File: src/verilog/calc_config.svh
// --------------------------------------------------------------------------
// serial calculator build constants
// widths, bit period, result queue depth and character codes
// --------------------------------------------------------------------------
`ifndef CALC_CONFIG_SVH
`define CALC_CONFIG_SVH

// serial framing
`define CALC_BITS_PER_CHAR  8          // 8N1 data bits
`define CALC_CLKS_PER_BIT   8          // CLKOP cycles per serial bit

// arithmetic and queueing
`define CALC_NUM_BITS       4          // operand width, one add stage per bit
`define CALC_QUEUE_DEPTH    4          // result entries, also initial credits

// character codes
`define CALC_DIGIT_NIBBLE   4'h3       // upper nibble of '0'..'9'
`define CALC_CHAR_PLUS      8'h2B
`define CALC_CHAR_MINUS     8'h2D
`define CALC_RESULT_PREFIX  3'b010     // result chars fall in '@'..'_'

`endif

File: src/verilog/calc_pkg.sv
// --------------------------------------------------------------------------
// calc_pkg with the shared vector typedefs and the UART state enums
// --------------------------------------------------------------------------
`default_nettype none

`include "calc_config.svh"

package calc_pkg;

   typedef logic [`CALC_BITS_PER_CHAR-1:0] char_t;     // one serial character
   typedef logic [`CALC_NUM_BITS-1:0]      operand_t;  // one digit value
   typedef logic [`CALC_NUM_BITS:0]        sum_t;      // carry and sum

   // 0 .. depth inclusive
   typedef logic [$clog2(`CALC_QUEUE_DEPTH+1)-1:0] credit_t;

   typedef logic [3:0]                            bit_cnt_t;
   typedef logic [$clog2(`CALC_CLKS_PER_BIT)-1:0] baud_cnt_t;

   // prefixed so both machines can share the package
   typedef enum logic [1:0] {RX_IDLE, RX_START, RX_DATA, RX_STOP} rx_state_t;
   typedef enum logic [1:0] {TX_IDLE, TX_START, TX_DATA, TX_STOP} tx_state_t;

endpackage

`default_nettype wire

File: src/verilog/uart_rx.sv
// --------------------------------------------------------------------------
// uart_rx, 8N1 receiver
// two-flop line sync, start bit check and mid-bit sampling, LSB first
// --------------------------------------------------------------------------
`timescale 1ns/1ns
`default_nettype none

`include "calc_config.svh"

module uart_rx (
   input  wire             i_rst,
   input  wire             CLKOP,
   input  wire             i_serial,
   output logic            o_rx_valid,
   output calc_pkg::char_t o_rx_char
);
   import calc_pkg::*;

   localparam int HALF_BIT = `CALC_CLKS_PER_BIT / 2 - 1;
   localparam int FULL_BIT = `CALC_CLKS_PER_BIT - 1;
   localparam int LAST_BIT = `CALC_BITS_PER_CHAR - 1;

   logic      rx_meta;
   logic      rx_sync;
   rx_state_t state;
   baud_cnt_t baud_cnt;
   bit_cnt_t  bit_cnt;
   char_t     rx_shift;

   wire half_done = (baud_cnt == baud_cnt_t'(HALF_BIT));   // middle of start bit
   wire bit_done  = (baud_cnt == baud_cnt_t'(FULL_BIT));   // one full bit later

   always_ff @(posedge CLKOP) begin
      if (i_rst) begin
         rx_meta    <= 1'b1;       // idle line is high
         rx_sync    <= 1'b1;
         state      <= RX_IDLE;
         baud_cnt   <= '0;
         bit_cnt    <= '0;
         o_rx_valid <= 1'b0;
      end else begin
         rx_meta    <= i_serial;
         rx_sync    <= rx_meta;
         o_rx_valid <= 1'b0;
         case (state)
            RX_IDLE: begin
               baud_cnt <= '0;
               if (!rx_sync) state <= RX_START;   // falling edge
            end
            RX_START: begin
               if (half_done) begin
                  baud_cnt <= '0;
                  bit_cnt  <= '0;
                  state    <= rx_sync ? RX_IDLE : RX_DATA;  // glitch goes back
               end else baud_cnt <= baud_cnt + 1'b1;
            end
            RX_DATA: begin
               if (bit_done) begin
                  baud_cnt <= '0;
                  bit_cnt  <= bit_cnt + 1'b1;
                  if (bit_cnt == bit_cnt_t'(LAST_BIT)) state <= RX_STOP;
               end else baud_cnt <= baud_cnt + 1'b1;
            end
            RX_STOP: begin
               if (bit_done) begin
                  o_rx_valid <= rx_sync;   // framing error just drops the char
                  state      <= RX_IDLE;
               end else baud_cnt <= baud_cnt + 1'b1;
            end
            default: state <= RX_IDLE;
         endcase
      end
   end

   // data bits shift in from the top, LSB arrives first
   always_ff @(posedge CLKOP) begin
      if (state == RX_DATA && bit_done)
         rx_shift <= {rx_sync, rx_shift[`CALC_BITS_PER_CHAR-1:1]};
   end

   assign o_rx_char = rx_shift;   // stable outside RX_DATA

endmodule

`default_nettype wire

File: src/verilog/cmd_parser.sv
// --------------------------------------------------------------------------
// cmd_parser, turns "digit digit op" into one add or subtract
// holds the credit counter toward the result queue
// --------------------------------------------------------------------------
`timescale 1ns/1ns
`default_nettype none

`include "calc_config.svh"

module cmd_parser (
   input  wire                CLKOP,
   input  wire                i_rst,
   input  wire                i_rx_valid,
   input  calc_pkg::char_t    i_rx_char,
   input  wire                i_credit_return,
   output logic               o_op_valid,
   output calc_pkg::operand_t o_op_a,
   output calc_pkg::operand_t o_op_b,
   output logic               o_op_sub,
   output logic               o_drop
);
   import calc_pkg::*;

   logic [1:0] entry_cnt;   // 0 wait A, 1 wait B, 2 wait operator
   credit_t    credits;

   // character classes
   wire is_digit = (i_rx_char[`CALC_BITS_PER_CHAR-1:`CALC_NUM_BITS] == `CALC_DIGIT_NIBBLE);
   wire is_plus  = (i_rx_char == `CALC_CHAR_PLUS);
   wire is_minus = (i_rx_char == `CALC_CHAR_MINUS);

   wire op_slot  = i_rx_valid && (entry_cnt == 2'd2);
   wire issue    = op_slot && (is_plus || is_minus) && (credits != '0);
   wire drop     = op_slot && (is_plus || is_minus) && (credits == '0);

   always_ff @(posedge CLKOP) begin
      if (i_rst) begin
         entry_cnt  <= '0;
         credits    <= credit_t'(`CALC_QUEUE_DEPTH);
         o_op_valid <= 1'b0;
         o_drop     <= 1'b0;
      end else begin
         o_op_valid <= issue;
         o_drop     <= drop;
         if (i_rx_valid) begin
            if (entry_cnt == 2'd2) entry_cnt <= '0;         // third char ends entry
            else if (is_digit)     entry_cnt <= entry_cnt + 1'b1;
            else                   entry_cnt <= '0;         // stray char restarts
         end
         // spend on issue, regain on each queue pop
         case ({issue, i_credit_return})
            2'b10:   credits <= credits - 1'b1;
            2'b01:   credits <= credits + 1'b1;
            default: ;
         endcase
      end
   end

   // operands and op kind
   always_ff @(posedge CLKOP) begin
      if (i_rx_valid && is_digit && entry_cnt == 2'd0) o_op_a <= i_rx_char[`CALC_NUM_BITS-1:0];
      if (i_rx_valid && is_digit && entry_cnt == 2'd1) o_op_b <= i_rx_char[`CALC_NUM_BITS-1:0];
      if (issue) o_op_sub <= is_minus;
   end

endmodule

`default_nettype wire

File: src/verilog/add_stage.sv
// --------------------------------------------------------------------------
// add_stage, one registered bit slice of the add/subtract pipeline
// --------------------------------------------------------------------------
`timescale 1ns/1ns
`default_nettype none

`include "calc_config.svh"

module add_stage #(
   parameter int STAGE_IDX = 0   // bit this slice computes
) (
   input  wire                CLKOP,
   input  wire                i_rst,
   input  wire                i_valid,
   input  calc_pkg::operand_t i_a,
   input  calc_pkg::operand_t i_b,
   input  wire                i_sub,
   input  wire                i_carry,
   input  calc_pkg::sum_t     i_sum,
   output logic               o_valid,
   output calc_pkg::operand_t o_a,
   output calc_pkg::operand_t o_b,
   output logic               o_sub,
   output logic               o_carry,
   output calc_pkg::sum_t     o_sum
);
   import calc_pkg::*;

   localparam bit LAST = (STAGE_IDX == `CALC_NUM_BITS - 1);

   logic b_bit;
   logic s_bit;
   logic c_out;
   sum_t sum_next;

   always_comb begin
      b_bit    = i_b[STAGE_IDX] ^ i_sub;   // invert B for subtract
      s_bit    = i_a[STAGE_IDX] ^ b_bit ^ i_carry;
      c_out    = (i_a[STAGE_IDX] & b_bit) | (i_carry & (i_a[STAGE_IDX] ^ b_bit));
      sum_next = i_sum;
      sum_next[STAGE_IDX] = s_bit;
      if (LAST) sum_next[`CALC_NUM_BITS] = c_out;   // carry out lands on top bit
   end

   always_ff @(posedge CLKOP) begin
      if (i_rst) o_valid <= 1'b0;
      else       o_valid <= i_valid;
   end

   always_ff @(posedge CLKOP) begin
      o_a     <= i_a;
      o_b     <= i_b;
      o_sub   <= i_sub;
      o_carry <= c_out;
      o_sum   <= sum_next;
   end

endmodule

`default_nettype wire

File: src/verilog/result_queue.sv
// --------------------------------------------------------------------------
// result_queue
// ASCII encoding of results, small FIFO, pop to idle transmitter
// one credit back to the parser per pop
// --------------------------------------------------------------------------
`timescale 1ns/1ns
`default_nettype none

`include "calc_config.svh"

module result_queue (
   input  wire             CLKOP,
   input  wire             i_rst,
   input  wire             i_res_valid,
   input  calc_pkg::sum_t  i_res,
   input  wire             i_tx_busy,
   output logic            o_tx_start,
   output calc_pkg::char_t o_tx_char,
   output logic            o_credit_return
);
   import calc_pkg::*;

   localparam int PTR_W = $clog2(`CALC_QUEUE_DEPTH);

   char_t            mem [`CALC_QUEUE_DEPTH];
   logic [PTR_W-1:0] wr_ptr;
   logic [PTR_W-1:0] rd_ptr;
   credit_t          count;      // entries held
   char_t            res_char;
   logic             pop;

   assign res_char = {`CALC_RESULT_PREFIX, i_res};   // 010 c s3..s0
   assign pop      = (count != '0) && !i_tx_busy;

   // no full check, credits bound the fill level
   always_ff @(posedge CLKOP) begin
      if (i_res_valid) mem[wr_ptr] <= res_char;
   end

   always_ff @(posedge CLKOP) begin
      if (i_rst) begin
         wr_ptr <= '0;
         rd_ptr <= '0;
         count  <= '0;
      end else begin
         if (i_res_valid) wr_ptr <= wr_ptr + 1'b1;
         if (pop)         rd_ptr <= rd_ptr + 1'b1;
         case ({i_res_valid, pop})
            2'b10:   count <= count + 1'b1;
            2'b01:   count <= count - 1'b1;
            default: ;
         endcase
      end
   end

   assign o_tx_start      = pop;           // tx goes busy next cycle
   assign o_tx_char       = mem[rd_ptr];
   assign o_credit_return = pop;

endmodule

`default_nettype wire

File: src/verilog/uart_tx.sv
// --------------------------------------------------------------------------
// uart_tx, 8N1 transmitter
// latches a char, holds the start bit back until clear-to-send
// --------------------------------------------------------------------------
`timescale 1ns/1ns
`default_nettype none

`include "calc_config.svh"

module uart_tx (
   input  wire             CLKOP,
   input  wire             i_rst,
   input  wire             i_tx_start,
   input  calc_pkg::char_t i_tx_char,
   input  wire             i_cts,
   output logic            o_tx_busy,
   output logic            o_serial
);
   import calc_pkg::*;

   localparam int FULL_BIT = `CALC_CLKS_PER_BIT - 1;
   localparam int LAST_BIT = `CALC_BITS_PER_CHAR - 1;

   tx_state_t state;
   baud_cnt_t baud_cnt;
   bit_cnt_t  bit_cnt;
   char_t     tx_shift;

   wire bit_done = (baud_cnt == baud_cnt_t'(FULL_BIT));

   always_ff @(posedge CLKOP) begin
      if (i_rst) begin
         state    <= TX_IDLE;
         baud_cnt <= '0;
         bit_cnt  <= '0;
         o_serial <= 1'b1;
      end else begin
         case (state)
            TX_IDLE: begin
               o_serial <= 1'b1;
               baud_cnt <= '0;
               bit_cnt  <= '0;
               if (i_tx_start) state <= TX_START;
            end
            TX_START: begin
               if (o_serial) begin
                  if (i_cts) o_serial <= 1'b0;   // line still high, waiting on host
               end else if (bit_done) begin
                  baud_cnt <= '0;
                  o_serial <= tx_shift[0];
                  state    <= TX_DATA;
               end else baud_cnt <= baud_cnt + 1'b1;
            end
            TX_DATA: begin
               if (bit_done) begin
                  baud_cnt <= '0;
                  if (bit_cnt == bit_cnt_t'(LAST_BIT)) begin
                     o_serial <= 1'b1;   // stop bit
                     state    <= TX_STOP;
                  end else begin
                     o_serial <= tx_shift[1];
                     bit_cnt  <= bit_cnt + 1'b1;
                  end
               end else baud_cnt <= baud_cnt + 1'b1;
            end
            TX_STOP: begin
               if (bit_done) state <= TX_IDLE;
               else          baud_cnt <= baud_cnt + 1'b1;
            end
            default: state <= TX_IDLE;
         endcase
      end
   end

   always_ff @(posedge CLKOP) begin
      if (state == TX_IDLE && i_tx_start)     tx_shift <= i_tx_char;
      else if (state == TX_DATA && bit_done)  tx_shift <= tx_shift >> 1;
   end

   assign o_tx_busy = (state != TX_IDLE);

endmodule

`default_nettype wire

File: src/verilog/uart_calc_top.sv
// --------------------------------------------------------------------------
// uart_calc_top
// receiver, parser, bit-slice add pipeline, result queue and transmitter
// --------------------------------------------------------------------------
`timescale 1ns/1ns
`default_nettype none

`include "calc_config.svh"

module uart_calc_top (
   input  wire CLKOP,
   input  wire i_rst,
   input  wire i_serial,
   input  wire i_cts,
   output wire o_serial,
   output wire o_drop
);
   import calc_pkg::*;

   logic  rx_valid;
   char_t rx_char;
   logic  credit_return;
   logic  res_valid;
   sum_t  res;
   logic  tx_start;
   char_t tx_char;
   logic  tx_busy;

   // ------------------------------------------------------------------------
   // pipeline taps, index k feeds stage k
   // ------------------------------------------------------------------------
   logic     valid_pipe [`CALC_NUM_BITS];
   operand_t a_pipe     [`CALC_NUM_BITS];
   operand_t b_pipe     [`CALC_NUM_BITS];
   logic     sub_pipe   [`CALC_NUM_BITS];
   logic     carry_pipe [`CALC_NUM_BITS];
   sum_t     sum_pipe   [`CALC_NUM_BITS];

   assign carry_pipe[0] = sub_pipe[0];   // +1 of the two's complement
   assign sum_pipe[0]   = '0;

   uart_rx u_rx (
      .i_rst(i_rst), .CLKOP(CLKOP), .i_serial(i_serial),
      .o_rx_valid(rx_valid), .o_rx_char(rx_char)
   );

   cmd_parser u_parser (
      .CLKOP(CLKOP), .i_rst(i_rst), .i_rx_valid(rx_valid), .i_rx_char(rx_char),
      .i_credit_return(credit_return), .o_op_valid(valid_pipe[0]),
      .o_op_a(a_pipe[0]), .o_op_b(b_pipe[0]), .o_op_sub(sub_pipe[0]), .o_drop(o_drop)
   );

   for (genvar k = 0; k < `CALC_NUM_BITS; k++) begin : g_stage
      if (k < `CALC_NUM_BITS - 1) begin : g_mid
         add_stage #(.STAGE_IDX(k)) u_stage (
            .CLKOP(CLKOP), .i_rst(i_rst), .i_valid(valid_pipe[k]),
            .i_a(a_pipe[k]), .i_b(b_pipe[k]), .i_sub(sub_pipe[k]),
            .i_carry(carry_pipe[k]), .i_sum(sum_pipe[k]),
            .o_valid(valid_pipe[k+1]), .o_a(a_pipe[k+1]), .o_b(b_pipe[k+1]),
            .o_sub(sub_pipe[k+1]), .o_carry(carry_pipe[k+1]), .o_sum(sum_pipe[k+1])
         );
      end else begin : g_last
         // operands stop here, carry already folded into the sum
         add_stage #(.STAGE_IDX(k)) u_stage (
            .CLKOP(CLKOP), .i_rst(i_rst), .i_valid(valid_pipe[k]),
            .i_a(a_pipe[k]), .i_b(b_pipe[k]), .i_sub(sub_pipe[k]),
            .i_carry(carry_pipe[k]), .i_sum(sum_pipe[k]),
            .o_valid(res_valid), .o_a(), .o_b(), .o_sub(), .o_carry(), .o_sum(res)
         );
      end
   end

   result_queue u_queue (
      .CLKOP(CLKOP), .i_rst(i_rst), .i_res_valid(res_valid), .i_res(res),
      .i_tx_busy(tx_busy), .o_tx_start(tx_start), .o_tx_char(tx_char),
      .o_credit_return(credit_return)
   );

   uart_tx u_tx (
      .CLKOP(CLKOP), .i_rst(i_rst), .i_tx_start(tx_start), .i_tx_char(tx_char),
      .i_cts(i_cts), .o_tx_busy(tx_busy), .o_serial(o_serial)
   );

endmodule

`default_nettype wire

File: config.mk
export PLATFORM = sky130hd
export DESIGN_NAME = uart_calc_top
export DESIGN_NICKNAME = d
export VERILOG_FILES = /design/src/verilog/calc_pkg.sv /design/src/verilog/uart_rx.sv /design/src/verilog/cmd_parser.sv /design/src/verilog/add_stage.sv /design/src/verilog/result_queue.sv /design/src/verilog/uart_tx.sv /design/src/verilog/uart_calc_top.sv
export VERILOG_INCLUDE_DIRS = /design/src /design/src/verilog
export SDC_FILE = /design/constraint.sdc
export NUM_CORES = 1
export LEC_CHECK = 0
export ABC_AREA = 1
export BUFFER_PORTS_ARGS = -buffer_cell sky130_fd_sc_hd__buf_2
export CORE_MARGIN = 5
export CORE_UTILIZATION = 65
export DETAILED_ROUTE_END_ITERATION = 12
export PLACE_DENSITY = 0.93
export SETUP_SLACK_MARGIN = 0.02
export SYNTH_ARGS = -nofsm -noshare
export SYNTH_HDL_FRONTEND = slang
export SYNTH_HIERARCHICAL = 1
export SYNTH_SLANG_ARGS = --single-unit
export TNS_END_PERCENT = 100
File: constraint.sdc
create_clock -name CLKOP -period 3.1 [get_ports CLKOP]
set_input_delay 0.31 -clock CLKOP [delete_from_list [all_inputs] [get_ports CLKOP]]
set_output_delay 0.31 -clock CLKOP [all_outputs]
set_load 0.01 [all_outputs]
Word level (Yosys, flattened, before mapping)

Memory sizes are Yosys's and may differ from the RTL's. A register that Yosys moved wholly into a read port is not among the register bits.
Cells that the tools add are included.

Bits in writable memories: 20
Bits in registers: 106
Memories kept: 1
Output and inout bits: 2

Memories:

| memory      | depth | width | rd ports | clocked after memory_dff | wr ports | RTL line           | source |
|---|---|---|---|---|---|---|---|
| u_queue.mem | 4     | 5     | 1        | 1                        | 1        | result_queue.sv:25 | `` char_t mem [`CALC_QUEUE_DEPTH]; `` |

Bitwise logic cells: 26
Equal/unequal tests: 34
Add/subtract/negate cells: 11
Muxes and demuxes: 44
Reduce and logical (&&, ||, !) cells: 33

Operators with widths:

| kind                                                   | count |
|---|---|
| two-way mux 2 bit                                      | 16 |
| case mux 3 bit (4 select lines)                        | 2 |
| two-way mux 3 bit                                      | 6 |
| equality test 8 x 6 -> 1 bit (second input constant)   | 2 |
| two-way mux 4 bit                                      | 4 |
| two-way mux 8 bit                                      | 2 |
| inequality test 2 x 1 -> 1 bit (second input constant) | 8 |
| case mux 2 bit (4 select lines)                        | 2 |
| case mux 4 bit (2 select lines)                        | 2 |
| equality test 2 bit (second input constant)            | 7 |
| adder 3 x 1 -> 3 bit (second input constant)           | 4 |
| inequality test 2 bit (second input constant)          | 6 |
| case mux 3 bit (2 select lines)                        | 2 |
| nonzero test 2 bit                                     | 6 |
| bitwise XOR 1 bit                                      | 12 |
| logical AND 1 bit                                      | 11 |
| equality test 2 x 1 -> 1 bit (second input constant)   | 5 |
| nonzero test 3 bit                                     | 3 |
| adder 4 x 1 -> 4 bit (second input constant)           | 2 |
| AND 1 bit                                              | 8 |
| equality test 4 x 3 -> 1 bit (second input constant)   | 2 |
| two-way mux 1 bit                                      | 7 |
| adder 2 x 1 -> 2 bit (second input constant)           | 3 |
| equality test 3 bit (second input constant)            | 2 |
| 15 further kinds                                       | 24 |

Longest topological paths before layout

Depth after elaboration: 6
Mapped depth: 14
Mapped depth without buffers: 14

Hierarchy

Netlist, hierarchy kept.

By module, submodules not included:

| module                                   | cells each | area each (µm²) | times used |
|---|---|---|---|
| result_queue                             | 117        | 1244.9          | 1 |
| add_stage (g_stage[0].g_mid.u_stage ...) | 28         | 381.6           | 3 |
| uart_tx                                  | 123        | 1048.5          | 1 |
| uart_rx                                  | 93         | 854.6           | 1 |
| cmd_parser                               | 80         | 740.7           | 1 |
| add_stage (g_stage[3].g_last.u_stage)    | 28         | 369.1           | 1 |
| uart_calc_top                            | 1          | 3.8             | 1 |

Worst setup path after synthesis

OpenSTA, ideal clock, no wires.

Path kind: reg-to-reg
Start point: reg u_tx.state[0]
End point: reg u_parser.credits[2]
Cell stages (with the launch flop): 14
Slack: 1.091 ns
Arrival time: 1.894 ns
Path buffers: 0
Path through: dfxtp_1 > inv_1 > ha_1 > inv_1 > a31oi_1 > ha_1 > inv_1 > fa_1 > inv_1 > nand2_1 > nand3_1 > nor2_1 > nor2_1 > nand2_1

Longest elaborated chain between the ends: 5

Ends and longest elaborated chain:

| item                                                                         | RTL line            | source |
|---|---|---|
| start: declaration                                                           | uart_tx.sv:24       | `tx_state_t state;` |
| start signal: assignment                                                     | uart_tx.sv:33       | `state <= TX_IDLE;` |
| start signal: assignment                                                     | uart_tx.sv:43       | `if (i_tx_start) state <= TX_START;` |
| start signal: assignment                                                     | uart_tx.sv:51       | `state <= TX_DATA;` |
| nonzero test 2 bit (*)                                                       | uart_tx.sv:80       | `assign o_tx_busy = (state != TX_IDLE);` |
| via tx_busy                                                                  | uart_calc_top.sv:27 | `logic tx_busy;` |
| logical NOT 1 bit (*)                                                        | result_queue.sv:33  | `assign pop = (count != '0) && !i_tx_busy;` |
| logical AND 1 bit (*)                                                        | result_queue.sv:33  |  |
| via credit_return                                                            | uart_calc_top.sv:22 | `logic credit_return;` |
| equality test 2 x 1 -> 1 bit / equality test 2 bit (equally long branches)   | cmd_parser.sv:51    | `case ({issue, i_credit_return})` |
| case mux 3 bit (2 select lines) / nonzero test 2 bit (equally long branches) | n/a                 |  |
| end signal: assignment                                                       | cmd_parser.sv:39    | `` credits <= credit_t'(`CALC_QUEUE_DEPTH); `` |
| end signal: assignment                                                       | cmd_parser.sv:52    | `2'b10: credits <= credits - 1'b1;` |
| end signal: assignment                                                       | cmd_parser.sv:53    | `2'b01: credits <= credits + 1'b1;` |
| end: declaration                                                             | cmd_parser.sv:25    | `credit_t credits;` |

Mark *: on every way through the listed nets, which the timed path passes. The rest lies on a longest branch.
A chain may end at the register's enable or synchronous reset.

Worst setup path after layout

Same ends and word-level chain as after synthesis.

==> metrics.csv <==
metric,value,unit
grt_first_pass_wirelength,14100,um
min_period,2.515,ns
crit_path_top_delay_cell,a31oi_1,
timing.final.crit_share,0.8112,
clkTransAtPathRegs,0.06,ns
clockPowerShare,0.400,
worst_pin_slew,0.5163,ns
design.portCount,6,
routedWlPerCell,13.27,um
swShare,0.2992,
p_int,0.003251,W
max_stage_delay,0.42,ns
dieArea,0.009206,mm^2
setup_tns,0,ns
crit-reg2reg-launch,u_tx/state[0],
arrival,2.92,ns
cts_setup_buffers,0,
avgSynthCellArea,9.701,um^2
crit_top_cell,inv_1,
p_sw,0.001388,W
min_path_type,in -> reg,
cp_num_cells,13,
rr_worst_depth,13,
endpoint,u_parser/credits[2],
cp_cell_sequence,"inv_1, ha_1, inv_1, a31oi_1, ha_1, inv_1, fa_1, inv_1, nand2_1, nand3_1, nor2_1, nor2_1, nand2_1",
dp_hpwl,5351,um
num-fill-cells,439,
combPwrFrac,0.202,
die_w,95.95,um
antenna_cells,0,
timing.fmax,397.7,MHz
drt-initial-drc-count,188,
ir_drop,0.4246,mV
cts_tree,yes,
finClkSkew,0.007668,ns
drc,0,
ant_nets,0,
dr.pass1.iters,5,
initial_core_util,0.6656,
fin_util,0.7593,
cp.buffers_inverters,4,
core_area,0.007214,mm^2
clock_latency,0.52,ns
crit_path_max_fanout,5,
rsz0062_at_grt,false,
syn_to_final_growth,14.07,%
start_kind,register,
slew_headroom,0.6542,
synth_area,0.004802,mm^2
outcome,finished clean,
p_leak,2.444,nW
clockRootBuffer,clkbuf_8,
ys_warn_count,6,
cp.required,3.51,ns
vias_per_cell,5.171,
h-tree-depth,4,
reg2reg_slack,0.59,ns
clockBufferDepth,2,
setup_viol_count_final,0,
gp_congestion,0.8928,
r2r-end,u_parser/credits[2],
path_delay_family,adder cells,
maxCapViolations,0,
grt_pass1_vias,3295,
syn_inst,495,
numCtsBuffers,17,
p_per_area,847.0,mW/mm^2
drt_wl_total,8291,um
hold_viol,0,
seq_area,0.002773,mm^2
nets,545,
drive_gt1_frac,0.1407,
multi_input_area,0.001598,mm^2
cts_sinks,116,
antenna_found_initial,0,
die_y,95.95,um
track_usage,0.2051,
p_seq_frac,0.398,
end_kind,register,
vias,3232,
rows,31,
grt_max_degree,22,
portBuffers,5,
cts-resized-gates,0,
grt-ovfl-total,0,
startpoint,u_tx/state[0],
slew_viol_final,0,
worstSetupPathType,reg -> reg,
-- final cells by class --
type / instances / area share
Sequential cell: 116 / 0.5062
Clock buffer: 18 / 0.07812
Inverter: 98 / 0.06715
Tap cell: 99 / 0.02261
Timing Repair Buffer: 6 / 0.006396
Clock inverter: 14 / 0.02787
Multi-Input combinational cell: 274 / 0.2917
-- metal layers --
layer / vias up / routed length [um] / track usage
met3: 21 / 359 / 0.06568
li1: 1604 / - / -
met2: 90 / 4399 / 0.3712
met1: 1517 / 3331 / 0.2057
met4: 0 / 201 / 0.1161
met5: - / 0 / 0
-- power by group through the flow --
stage | Combinational (W) | Clock (W) | Sequential (W)
after detailed placement | 0.000902 | 0 | 0.00188
after global routing | 0.00107 | 0.00197 | 0.00186
final | 0.000937 | 0.00186 | 0.00185
after floorplan | 0.000766 | 0 | 0.00184
after global placement | 0.000825 | 0 | 0.00186
after CTS | 0.000919 | 0.00189 | 0.00185
-- cells in the final DEF, fill, tap and decap left out, types with 3 or more instances in the layout --
cell type and instances:
ha_1 22, fa_1 6, nor2_2 4, o21ai_1 6, conb_1 3, nand3_1 15, nand3_2 6, clkbuf_16 16
edfxtp_1 45, inv_1 89, dfxtp_1 71, inv_2 9, o21ai_0 19, mux2_2 6, buf_2 5, a21oi_1 24
nand2_1 72, nor2_1 57, inv_6 3, clkinvlp_4 4, clkinv_4 3, nand2_2 5, nand4_1 8, o22ai_1 5
-- sequential cells by signal (all words and copies together) (netlist names), 4 cells and up, named ones only --
| name | cells |
|---|---|
| u_queue/mem | 20 |
| u_rx/o_rx_char | 8 |
| u_tx/tx_shift | 8 |
| g_stage.g_mid.u_stage/o_a | 6 |
| g_stage.g_mid.u_stage/o_b | 6 |
| g_stage.g_mid.u_stage/o_sum | 6 |
| g_stage.g_last.u_stage/o_sum | 4 |
| u_parser/o_op_a | 4 |
| u_parser/o_op_b | 4 |
| u_rx/bit_cnt | 4 |
| u_tx/bit_cnt | 4 |
-- repair_timing --
item | 4_1_cts | 5_1_grt
setup endpoints to repair | 0 | 0
endpoints found under the hold margin | 1 | 0
hold buffers | 1 | 0
-- how the worst min path moves through the flow --
stage / from / endpoint / slack [ns] / cells after the start
2_1_floorplan: g_stage[0].g_mid.u_stage/o_a[2] / g_stage[1].g_mid.u_stage/o_a[2] / 0.31 / 0
3_3_place_gp: g_stage[1].g_mid.u_stage/o_sum[1] / g_stage[2].g_mid.u_stage/o_sum[1] / 0.31 / 0
3_5_place_dp: g_stage[1].g_mid.u_stage/o_a[3] / g_stage[2].g_mid.u_stage/o_a[3] / 0.31 / 0
4_1_cts: i_rst / g_stage[0].g_mid.u_stage/o_valid / 0.19 / 2
5_1_grt: i_rst / u_tx/bit_cnt[1] / 0.22 / 2
6_report: i_rst / g_stage[0].g_mid.u_stage/o_valid / 0.21 / 2
-- through the flow --
stage / setup WS [ns] / power (W) / hold slack [ns] / instance area, um^2 / instances
3_5_place_dp: 0.6361 / 0.002779 / 0.3121 / 4887 / 592
3_3_place_gp: 0.8762 / 0.002689 / 0.3103 / 4887 / 592
2_1_floorplan: 1.091 / 0.002601 / 0.3096 / 4806 / 496
5_1_grt: 0.3630 / 0.004892 / 0.2185 / 5478 / 625
4_1_cts: 0.6038 / 0.004654 / 0.1920 / 5478 / 625
6_report: 0.5853 / 0.004640 / 0.2064 / 5478 / 625
No activity file was read; power rests on OpenSTA's default activity.
